<file path="src/include/dcache_consts.svh">
`ifndef DCACHE_CONSTS_SVH
`define DCACHE_CONSTS_SVH

// cache geometry
`define DCACHE_WAYS         2
`define DCACHE_SETS         16
`define DCACHE_LINE_WORDS   4

// address and data
`define DCACHE_ADDR_W       32
`define DCACHE_WORD_W       32

// credits handed out by the next level after reset
`define DCACHE_MISS_CREDITS 2

// derived widths
`define DCACHE_WAY_W        ($clog2(`DCACHE_WAYS))
`define DCACHE_SET_W        ($clog2(`DCACHE_SETS))
`define DCACHE_WORD_OFF_W   ($clog2(`DCACHE_LINE_WORDS))
`define DCACHE_BYTES        (`DCACHE_WORD_W / 8)
`define DCACHE_BYTE_OFF_W   ($clog2(`DCACHE_BYTES))
`define DCACHE_LINE_OFF_W   (`DCACHE_WORD_OFF_W + `DCACHE_BYTE_OFF_W)
`define DCACHE_TAG_W        (`DCACHE_ADDR_W - `DCACHE_SET_W - `DCACHE_LINE_OFF_W)
`define DCACHE_CREDIT_W     ($clog2(`DCACHE_MISS_CREDITS + 1))

`endif
</file>
<file path="src/dcache_pkg.sv">
`include "dcache_consts.svh"

package dcache_pkg;

    typedef logic [`DCACHE_ADDR_W-1:0]     addr_t;
    typedef logic [`DCACHE_TAG_W-1:0]      tag_t;
    typedef logic [`DCACHE_SET_W-1:0]      set_idx_t;
    typedef logic [`DCACHE_WORD_OFF_W-1:0] word_off_t;
    typedef logic [`DCACHE_WAY_W-1:0]      way_idx_t;
    typedef logic [`DCACHE_WORD_W-1:0]     word_t;
    typedef logic [`DCACHE_BYTES-1:0]      byte_mask_t;
    typedef word_t [`DCACHE_LINE_WORDS-1:0] line_t;
    typedef logic [`DCACHE_CREDIT_W-1:0]   credit_cnt_t;

    typedef struct packed { addr_t addr; } load_req_t;
    typedef struct packed { logic hit; word_t data; } load_resp_t;
    typedef struct packed { addr_t addr; word_t data; byte_mask_t mask; } store_req_t;
    typedef struct packed { logic hit; } store_resp_t;
    typedef struct packed { addr_t line_addr; } miss_req_t;
    typedef struct packed { addr_t line_addr; line_t data; } refill_t;

    // fill marks a refill write, which also loads tag and sets valid
    typedef struct packed {
        logic                         en;
        set_idx_t                     set;
        logic                         we;
        way_idx_t                     way;
        logic [`DCACHE_LINE_WORDS-1:0] word_sel;
        byte_mask_t                   mask;
        line_t                        wline;
        logic                         fill;
        tag_t                         tag;
    } array_req_t;

    typedef struct packed {
        logic [`DCACHE_WAYS-1:0] valid;
        tag_t [`DCACHE_WAYS-1:0]  tag;
        line_t [`DCACHE_WAYS-1:0] line;
    } array_rd_t;

    typedef enum logic [2:0] {
        cl_none,
        cl_store_wr,
        cl_refill,
        cl_store_rd,
        cl_load
    } client_e;

endpackage

</file>
<file path="src/dcache_top.sv">
module dcache_top (
    input  logic                    clk,
    input  logic                    rst,
    input  logic                    load_valid,
    output logic                    load_ready,
    input  dcache_pkg::load_req_t   load_req,
    output logic                    load_resp_valid,
    output dcache_pkg::load_resp_t  load_resp,
    input  logic                    store_valid,
    output logic                    store_ready,
    input  dcache_pkg::store_req_t  store_req,
    output logic                    store_resp_valid,
    output dcache_pkg::store_resp_t store_resp,
    input  logic                    refill_valid,
    output logic                    refill_ready,
    input  dcache_pkg::refill_t     refill_in,
    output logic                    miss_valid,
    output dcache_pkg::miss_req_t   miss_req,
    input  logic                    miss_credit
);
    import dcache_pkg::*;

    array_req_t load_arb_req, store_rd_req, store_wr_req, refill_arb_req, array_req;
    array_rd_t  rd;
    logic       load_gnt, store_rd_gnt, refill_gnt;

    dcache_arbiter u_arbiter (
        .clk, .rst,
        .store_wr_req, .refill_req(refill_arb_req), .store_rd_req, .load_req(load_arb_req),
        .array_req,
        .store_wr_gnt(), .refill_gnt, .store_rd_gnt, .load_gnt
    );

    dcache_array u_array (.clk, .rst, .req(array_req), .rd);

    dcache_load_unit u_load (
        .clk, .rst, .load_valid, .load_req, .load_ready, .load_resp_valid, .load_resp,
        .miss_valid, .miss_req, .miss_credit, .arb_req(load_arb_req), .arb_gnt(load_gnt), .rd
    );

    // store write grant is implied by priority
    dcache_store_unit u_store (
        .clk, .rst, .store_valid, .store_req, .store_ready, .store_resp_valid, .store_resp,
        .rd_req(store_rd_req), .wr_req(store_wr_req), .rd_gnt(store_rd_gnt), .rd
    );

    dcache_refill_unit u_refill (
        .clk, .rst, .refill_valid, .refill_in, .refill_ready,
        .arb_req(refill_arb_req), .arb_gnt(refill_gnt)
    );

endmodule

</file>
<file path="src/dcache_refill_unit.sv">
`include "dcache_consts.svh"

module dcache_refill_unit (
    input  logic                   clk,
    input  logic                   rst,
    input  logic                   refill_valid,
    input  dcache_pkg::refill_t    refill_in,
    output logic                   refill_ready,
    output dcache_pkg::array_req_t arb_req,
    input  logic                   arb_gnt
);
    import dcache_pkg::*;

    logic     buf_valid;
    refill_t  buf_q;
    set_idx_t buf_set;
    way_idx_t rr_ptr [`DCACHE_SETS];

    assign refill_ready = !buf_valid;
    assign buf_set      = buf_q.line_addr[`DCACHE_LINE_OFF_W +: `DCACHE_SET_W];

    // whole line goes to the victim way
    always_comb begin
        arb_req          = '0;
        arb_req.en       = buf_valid;
        arb_req.we       = 1'b1;
        arb_req.fill     = 1'b1;
        arb_req.set      = buf_set;
        arb_req.way      = rr_ptr[buf_set];
        arb_req.word_sel = '1;
        arb_req.mask     = '1;
        arb_req.wline    = buf_q.data;
        arb_req.tag      = buf_q.line_addr[`DCACHE_ADDR_W-1 -: `DCACHE_TAG_W];
    end

    always_ff @(posedge clk or negedge rst) begin
        if (!rst) begin
            buf_valid <= 1'b0;
            for (int s = 0; s < `DCACHE_SETS; s++) begin
                rr_ptr[s] <= '0;
            end
        end else if (refill_valid && refill_ready) begin
            buf_valid <= 1'b1;
        end else if (arb_gnt) begin
            buf_valid <= 1'b0;
            if (rr_ptr[buf_set] == way_idx_t'(`DCACHE_WAYS - 1)) begin
                rr_ptr[buf_set] <= '0;
            end else begin
                rr_ptr[buf_set] <= rr_ptr[buf_set] + 1'b1;
            end
        end
    end

    always_ff @(posedge clk) begin
        if (refill_valid && refill_ready) begin
            buf_q <= refill_in;
        end
    end

endmodule

</file>
<file path="src/dcache_store_unit.sv">
`include "dcache_consts.svh"

module dcache_store_unit (
    input  logic                    clk,
    input  logic                    rst,
    input  logic                    store_valid,
    input  dcache_pkg::store_req_t  store_req,
    output logic                    store_ready,
    output logic                    store_resp_valid,
    output dcache_pkg::store_resp_t store_resp,
    output dcache_pkg::array_req_t  rd_req,
    output dcache_pkg::array_req_t  wr_req,
    input  logic                    rd_gnt,
    input  dcache_pkg::array_rd_t   rd
);
    import dcache_pkg::*;

    logic       s1_valid;
    store_req_t s1_req;
    logic       hit;
    way_idx_t   hit_idx;
    word_off_t  s1_word;

    assign store_ready = rd_gnt;
    assign s1_word     = s1_req.addr[`DCACHE_BYTE_OFF_W +: `DCACHE_WORD_OFF_W];

    // lookup phase, held off while a store is pending
    always_comb begin
        rd_req     = '0;
        rd_req.en  = store_valid && !s1_valid;
        rd_req.set = store_req.addr[`DCACHE_LINE_OFF_W +: `DCACHE_SET_W];
    end

    always_comb begin
        hit     = 1'b0;
        hit_idx = '0;
        for (int i = 0; i < `DCACHE_WAYS; i++) begin
            if (rd.valid[i] && rd.tag[i] == s1_req.addr[`DCACHE_ADDR_W-1 -: `DCACHE_TAG_W]) begin
                hit     = 1'b1;
                hit_idx = way_idx_t'(i);
            end
        end
    end

    // write phase, one word of the hitting way
    always_comb begin
        wr_req       = '0;
        wr_req.en    = s1_valid && hit;
        wr_req.we    = 1'b1;
        wr_req.set   = s1_req.addr[`DCACHE_LINE_OFF_W +: `DCACHE_SET_W];
        wr_req.way   = hit_idx;
        wr_req.mask  = s1_req.mask;
        wr_req.wline = {`DCACHE_LINE_WORDS{s1_req.data}};
        for (int w = 0; w < `DCACHE_LINE_WORDS; w++) begin
            wr_req.word_sel[w] = (s1_word == word_off_t'(w));
        end
    end

    always_ff @(posedge clk or negedge rst) begin
        if (!rst) begin
            s1_valid         <= 1'b0;
            store_resp_valid <= 1'b0;
        end else begin
            s1_valid         <= store_valid && store_ready;
            store_resp_valid <= s1_valid;
        end
    end

    always_ff @(posedge clk) begin
        if (store_valid && store_ready) begin
            s1_req <= store_req;
        end
        store_resp.hit <= hit;
    end

endmodule

</file>
<file path="src/dcache_load_unit.sv">
`include "dcache_consts.svh"

module dcache_load_unit (
    input  logic                   clk,
    input  logic                   rst,
    input  logic                   load_valid,
    input  dcache_pkg::load_req_t  load_req,
    output logic                   load_ready,
    output logic                   load_resp_valid,
    output dcache_pkg::load_resp_t load_resp,
    output logic                   miss_valid,
    output dcache_pkg::miss_req_t  miss_req,
    input  logic                   miss_credit,
    output dcache_pkg::array_req_t arb_req,
    input  logic                   arb_gnt,
    input  dcache_pkg::array_rd_t  rd
);
    import dcache_pkg::*;

    logic        s1_valid;
    addr_t       s1_addr;
    logic [`DCACHE_WAYS-1:0] hit_way;
    logic        hit;
    word_t       hit_data;
    logic        miss_take;
    logic        credit_ok;
    credit_cnt_t credit_cnt;

    // loads still in stage 1 hold a credit until they resolve
    assign credit_ok  = credit_cnt > credit_cnt_t'(s1_valid);
    assign load_ready = arb_gnt;

    always_comb begin
        arb_req     = '0;
        arb_req.en  = load_valid && credit_ok;
        arb_req.set = load_req.addr[`DCACHE_LINE_OFF_W +: `DCACHE_SET_W];
    end

    always_ff @(posedge clk or negedge rst) begin
        if (!rst) begin
            s1_valid <= 1'b0;
        end else begin
            s1_valid <= load_valid && load_ready;
        end
    end

    always_ff @(posedge clk) begin
        s1_addr <= load_req.addr;
    end

    // tag compare and word select
    always_comb begin
        hit_data = '0;
        for (int i = 0; i < `DCACHE_WAYS; i++) begin
            hit_way[i] = rd.valid[i] && (rd.tag[i] == s1_addr[`DCACHE_ADDR_W-1 -: `DCACHE_TAG_W]);
            if (hit_way[i]) begin
                hit_data = rd.line[i][s1_addr[`DCACHE_BYTE_OFF_W +: `DCACHE_WORD_OFF_W]];
            end
        end
    end

    assign hit       = |hit_way;
    assign miss_take = s1_valid && !hit;

    always_ff @(posedge clk or negedge rst) begin
        if (!rst) begin
            load_resp_valid <= 1'b0;
            miss_valid      <= 1'b0;
            credit_cnt      <= credit_cnt_t'(`DCACHE_MISS_CREDITS);
        end else begin
            load_resp_valid <= s1_valid;
            miss_valid      <= miss_take;
            case ({miss_take, miss_credit})
                2'b10:   credit_cnt <= credit_cnt - 1'b1;
                2'b01:   credit_cnt <= credit_cnt + 1'b1;
                default: credit_cnt <= credit_cnt;
            endcase
        end
    end

    always_ff @(posedge clk) begin
        load_resp.hit      <= hit;
        load_resp.data     <= hit_data;
        miss_req.line_addr <= {s1_addr[`DCACHE_ADDR_W-1:`DCACHE_LINE_OFF_W],
                               {`DCACHE_LINE_OFF_W{1'b0}}};
    end

    assert property (@(posedge clk) disable iff (!rst)
        miss_valid |-> $past(credit_cnt) != '0);

    assert property (@(posedge clk) disable iff (!rst)
        credit_cnt <= credit_cnt_t'(`DCACHE_MISS_CREDITS));

endmodule

</file>
<file path="src/dcache_array.sv">
`include "dcache_consts.svh"

module dcache_array (
    input  logic                   clk,
    input  logic                   rst,
    input  dcache_pkg::array_req_t req,
    output dcache_pkg::array_rd_t  rd
);
    import dcache_pkg::*;

    tag_t  tag_mem  [`DCACHE_WAYS][`DCACHE_SETS];
    line_t data_mem [`DCACHE_WAYS][`DCACHE_SETS];
    logic [`DCACHE_WAYS-1:0][`DCACHE_SETS-1:0] valid_q;

    logic wr_en;
    logic rd_en;

    assign wr_en = req.en && req.we;
    assign rd_en = req.en && !req.we;

    always_ff @(posedge clk or negedge rst) begin
        if (!rst) begin
            valid_q <= '0;
        end else if (wr_en && req.fill) begin
            valid_q[req.way][req.set] <= 1'b1;
        end
    end

    // byte granular write into the selected words
    always_ff @(posedge clk) begin
        if (wr_en) begin
            for (int w = 0; w < `DCACHE_LINE_WORDS; w++) begin
                for (int b = 0; b < `DCACHE_BYTES; b++) begin
                    if (req.word_sel[w] && req.mask[b]) begin
                        data_mem[req.way][req.set][w][8*b +: 8] <= req.wline[w][8*b +: 8];
                    end
                end
            end
            if (req.fill) begin
                tag_mem[req.way][req.set] <= req.tag;
            end
        end
    end

    // read all ways of the set, data out next cycle
    always_ff @(posedge clk) begin
        if (rd_en) begin
            for (int i = 0; i < `DCACHE_WAYS; i++) begin
                rd.valid[i] <= valid_q[i][req.set];
                rd.tag[i]   <= tag_mem[i][req.set];
                rd.line[i]  <= data_mem[i][req.set];
            end
        end
    end

    // a write must name a real way and touch at least one word
    assert property (@(posedge clk) disable iff (!rst)
        wr_en |-> (req.way < `DCACHE_WAYS) && (req.word_sel != '0));

endmodule

</file>
<file path="src/dcache_arbiter.sv">
module dcache_arbiter (
    input  logic                   clk,
    input  logic                   rst,
    input  dcache_pkg::array_req_t store_wr_req,
    input  dcache_pkg::array_req_t refill_req,
    input  dcache_pkg::array_req_t store_rd_req,
    input  dcache_pkg::array_req_t load_req,
    output dcache_pkg::array_req_t array_req,
    output logic                   store_wr_gnt,
    output logic                   refill_gnt,
    output logic                   store_rd_gnt,
    output logic                   load_gnt
);
    import dcache_pkg::*;

    client_e winner;

    // fixed priority, store write first
    always_comb begin
        winner = cl_none;
        if (store_wr_req.en) begin
            winner = cl_store_wr;
        end else if (refill_req.en) begin
            winner = cl_refill;
        end else if (store_rd_req.en) begin
            winner = cl_store_rd;
        end else if (load_req.en) begin
            winner = cl_load;
        end
    end

    always_comb begin
        unique case (winner)
            cl_store_wr: array_req = store_wr_req;
            cl_refill:   array_req = refill_req;
            cl_store_rd: array_req = store_rd_req;
            cl_load:     array_req = load_req;
            default:     array_req = '0;
        endcase
    end

    assign store_wr_gnt = (winner == cl_store_wr);
    assign refill_gnt   = (winner == cl_refill);
    assign store_rd_gnt = (winner == cl_store_rd);
    assign load_gnt     = (winner == cl_load);

    // a store write only follows its granted lookup
    assert property (@(posedge clk) disable iff (!rst)
        store_wr_req.en |-> $past(store_rd_gnt));

endmodule

</file>
<file path="config.mk">
export PLATFORM = sky130hd
export DESIGN_NAME = dcache_top
export DESIGN_NICKNAME = d
export VERILOG_FILES = /design/src/dcache_pkg.sv /design/src/dcache_top.sv /design/src/dcache_refill_unit.sv /design/src/dcache_store_unit.sv /design/src/dcache_load_unit.sv /design/src/dcache_array.sv /design/src/dcache_arbiter.sv
export VERILOG_INCLUDE_DIRS = /design/src /design/src/include
export SDC_FILE = /design/constraint.sdc
export NUM_CORES = 2
export LEC_CHECK = 0
export BUFFER_PORTS_ARGS = -buffer_cell sky130_fd_sc_hd__buf_4
export CAP_MARGIN = 10
export CORE_ASPECT_RATIO = 0.8
export CORE_UTILIZATION = 45
export CTS_CLUSTER_SIZE = 28
export DETAILED_ROUTE_END_ITERATION = 10
export PLACE_DENSITY = 0.56
export SKIP_CTS_REPAIR_TIMING = 1
export SLEW_MARGIN = 30
export SYNTH_ARGS = -nofsm -noshare
export SYNTH_HDL_FRONTEND = slang
export SYNTH_MEMORY_MAX_BITS = 65536
export SYNTH_SLANG_ARGS = --single-unit
</file>
<file path="constraint.sdc">
create_clock -name clk -period 15 [get_ports clk]
set_input_delay 0 -clock clk [delete_from_list [all_inputs] [get_ports clk]]
set_output_delay 0 -clock clk [all_outputs]
set_load 0.03 [all_outputs]
</file>
==> results.md <==
- Period minus WS final: just over 7 ns
- Die W: 765 um
- Drt via density: between 5 and 6
- Routed length per placed instance: around 33 um
- I/O Buffers: about 330
- Top achievable clock speed: ~0.14 GHz
- Fin. Hold Viols: 0
- Finished Cell Area: between 200000 and 250000 um2
- DRT Wirelength: ~590 mm
- Pwr Total: 48.1 mW
- Seq cells post-synth: between 5000 and 6000
- Setup-failing EPs final: 0
- Syn Inst Count: between 9000 and 10000
- Relative slew slack: 27.4%
- Max-cap violations: 0
- R2r setup slk: a little under 8 ns
- Final Wtd Congestion: roughly 0.9
- Crit path max fanout: 63
- Synth Cell Area: roughly 210000 um2
- Outcome: completed
- DP Area: between 200000 and 250000 um2
- Critical Path AT: around 8 ns
- Synth cell count leaders: edfxtp_1, mux4_2, nand2_1
- R2r endpoint: u_array.rd[166]$_DFFE_PP_
- RSZ-0062 raised after global routing: false
- Pre-antenna DRT Iters: 5
- Max-slew violation count: 0
- Leakage: 78.4 nW
- Overflow left after global routing: 0
- Hold EP: u_load.s1_valid$_DFF_PN0_
- Clk Latency, worst-skew pair: ~1.1 ns
- Slew at the pin closest to its max-slew limit: roughly 1.1 ns
- Power per cell area: between 150 and 200 nW/um2
- Netlist cell types: 46
- P&R area growth vs syn: 16.3%
- Kind of critical path: flip-flop to flip-flop
- Share of layout cells above drive strength 1: between 20% and 30%
- CTS tree: done
- Vias: around 110k
- Pin count of the biggest net entering global routing: 130
- DP HPWL: between 300 and 400 mm
- Reg2reg start: u_array.rd[286]$_DFFE_PP_
- Overall Global Routing Usage: roughly a quarter
- WHS Path Cells: 4
- Setup TNS: 0 ns
- Final ANT Viol Nets: 0
- Synth top area share: between 70% and 80%
- CTS clk-pin slew, worst paths: approximately 0.060 ns
- CTS buffer count: roughly 550
- Core area: around 460000 um2
- Die Span Y: between 600 and 700 um
- Clock root buffer: clkbuf_16
- Count leader, synth: edfxtp_1
- Number of synthesized flops with an enable pin: 5392
- Hold path start: load_valid
- Row cnt: roughly 220
- Initial antenna violation count: 39
- Worst vdd ir: approximately 0.19 mV
- Register area share after synthesis: roughly 79%
- FFs w/ async S/R, synth: ~1.0%
- Synth Warn #: 0
- Final period util: 48.5%
- Post-synth top flop: edfxtp_1
- CTS Sinks: roughly 5500
- Initial core utilization: 45.3%
- # DRC: 0
- Clk_skew: 0.0549 ns
- Hold Crit Class: input port to flip-flop
- Vias in the first global route: about 100k
- Filler Cell Count: between 30000 and 40000
- Die ar.: 468000 um2
- Yosys top cell by area: edfxtp_1
- Avg Cell Area, Syn: about 21 um2
- Maximum clock path buffer count: 4
- Critical Path Start Type: flip-flop
- # IOs: about 340
- Fin nets: 11300
- Worst EP required: ~16 ns
- Area contributors post-synth: edfxtp_1, mux4_2, nand3_1
- R2R depth: 15
- Crit. End Element: flip-flop
- First-pass GRT wire length: ~810 mm
- CTS HTree Levels: 6
- 1st-iter DRT viols: between 10000 and 15000
power by group:
| group | switching, mW | internal (mW) | leakage, nW | total, mW |
|---|---|---|---|---|
| Combinational | 9.08 | 4.50 | 18.8 | 13.6 |
| Clock | 5.95 | 7.63 | 8.52 | 13.6 |
| Sequential | 0.700 | 20.2 | 51.1 | 20.9 |
| Total | 15.7 | 32.3 | 78.4 | 48.1 |
cell families (layout without fill, tap and decap cells):
kind of cell	count (synthesis)	in the layout	synth area share, %
AO/OA/AOI/OAI	403	403	1.41
buffers and inverters	617	2085	1.19
multiplexers	1299	1299	13.9
flip-flops	5540	5540	78.8
adder cells (fa/ha/maj)	2	2	0.0119
AND/OR/NAND/NOR	2020	2020	4.21
XOR/XNOR	101	101	0.422
other	1	38	0.00179
registers in the layout, indices dropped and copies added (netlist names), 28 cells and up:
| register | flops |
|---|---|
| u_array.data_mem | 4096 |
| u_array.tag_mem | 768 |
| u_array.rd | 306 |
| u_refill.arb_req | 156 |
| u_store.wr_req | 40 |
| u_load.load_resp | 33 |
| u_array.valid_q | 32 |
| u_load.s1_addr | 30 |
| u_load.miss_req | 28 |
metal layers:
layer | share of wire [%] | global-route usage (%) | vias up | routed length, um
li1 | - | - | 43200 | -
met1 | 41 | 34.6 | 57300 | 241000
met2 | 48 | 38.8 | 4198 | 283000
met3 | 7.0 | 3.91 | 855 | 40900
met4 | 3.8 | 9.00 | 4 | 22500
met5 | 0.0046 | 0 | - | 27
worst max-delay path, cell delays in order (launching register included):
cell and delay, ns:
edfxtp_1 0.49, xnor2_1 0.29, nand4_1 0.17, nor4_1 0.35, nand4_1 0.36, a21oi_2 0.35
mux2i_4 0.30, buf_4 0.37, buf_12 0.34, buf_16 0.37, buf_4 0.70, buf_4 0.68
buf_4 0.76, mux4_2 0.60, a22oi_1 0.38, nand3_1 0.12
cell type report:
type	instances	area, um2	share of cell area, %
diodes	34	85.1	0.0349
clock buffers	704	14700	6.04
clock inverters	277	2770	1.14
inverters	9	33.8	0.0139
multi-input cells	3829	43000	17.6
flip-flops and latches	5540	165000	67.8
well taps	6187	7740	3.18
repair buffers	1095	10200	4.19
layout by cell type, fill, tap and decap left out, drive strengths merged, types with 7 or more instances in the layout:
cell,n
diode,34
a22oi,309
nor3,134
clkbuf,704
edfxtp,5392
o2bb2ai,7
mux4,1293
nand3,636
nor4,15
nor2,416
bufinv,37
clkinvlp,10
nand4,21
inv,38
or2,14
dlygate4sd3,514
nand2,730
xnor2,53
clkinv,201
o21ai,40
xor2,48
o21bai,16
and3,16
dfxtp,92
buf,581
o31ai,9
dfrtp,55
and2,28
how the worst max path moves through the flow:
stage | to | startpoint | slack, ns
2_1_floorplan | u_refill.arb_req[0]$_DFFE_PP_ | u_refill.buf_valid$_DFFE_PN0P_ | 6.90
3_3_place_gp | u_array.rd[196]$_DFFE_PP_ | u_store.s1_req[48]$_DFFE_PP_ | 7.72
3_5_place_dp | u_array.rd[196]$_DFFE_PP_ | u_array.rd[286]$_DFFE_PP_ | 7.67
4_1_cts | u_array.rd[196]$_DFFE_PP_ | u_array.rd[286]$_DFFE_PP_ | 7.64
5_1_grt | u_array.rd[166]$_DFFE_PP_ | u_array.rd[286]$_DFFE_PP_ | 7.16
6_report | u_array.rd[166]$_DFFE_PP_ | u_array.rd[286]$_DFFE_PP_ | 7.73
through the flow:
step / hold WS, ns / utilization (%) / instances / worst slack [ns]
finish: 0.0320 / 52.7 / 17700 / 7.73
global route: 0.0323 / 52.7 / 17700 / 7.16
CTS: -1.06 / 51.5 / 17100 / 7.64
detailed placement: 0.0915 / 47.8 / 16100 / 7.67
global placement: 0.0791 / 47.5 / 16100 / 7.72
floorplan: -0.296 / - / 9986 / 6.90
(Power assumes the default switching activity.)
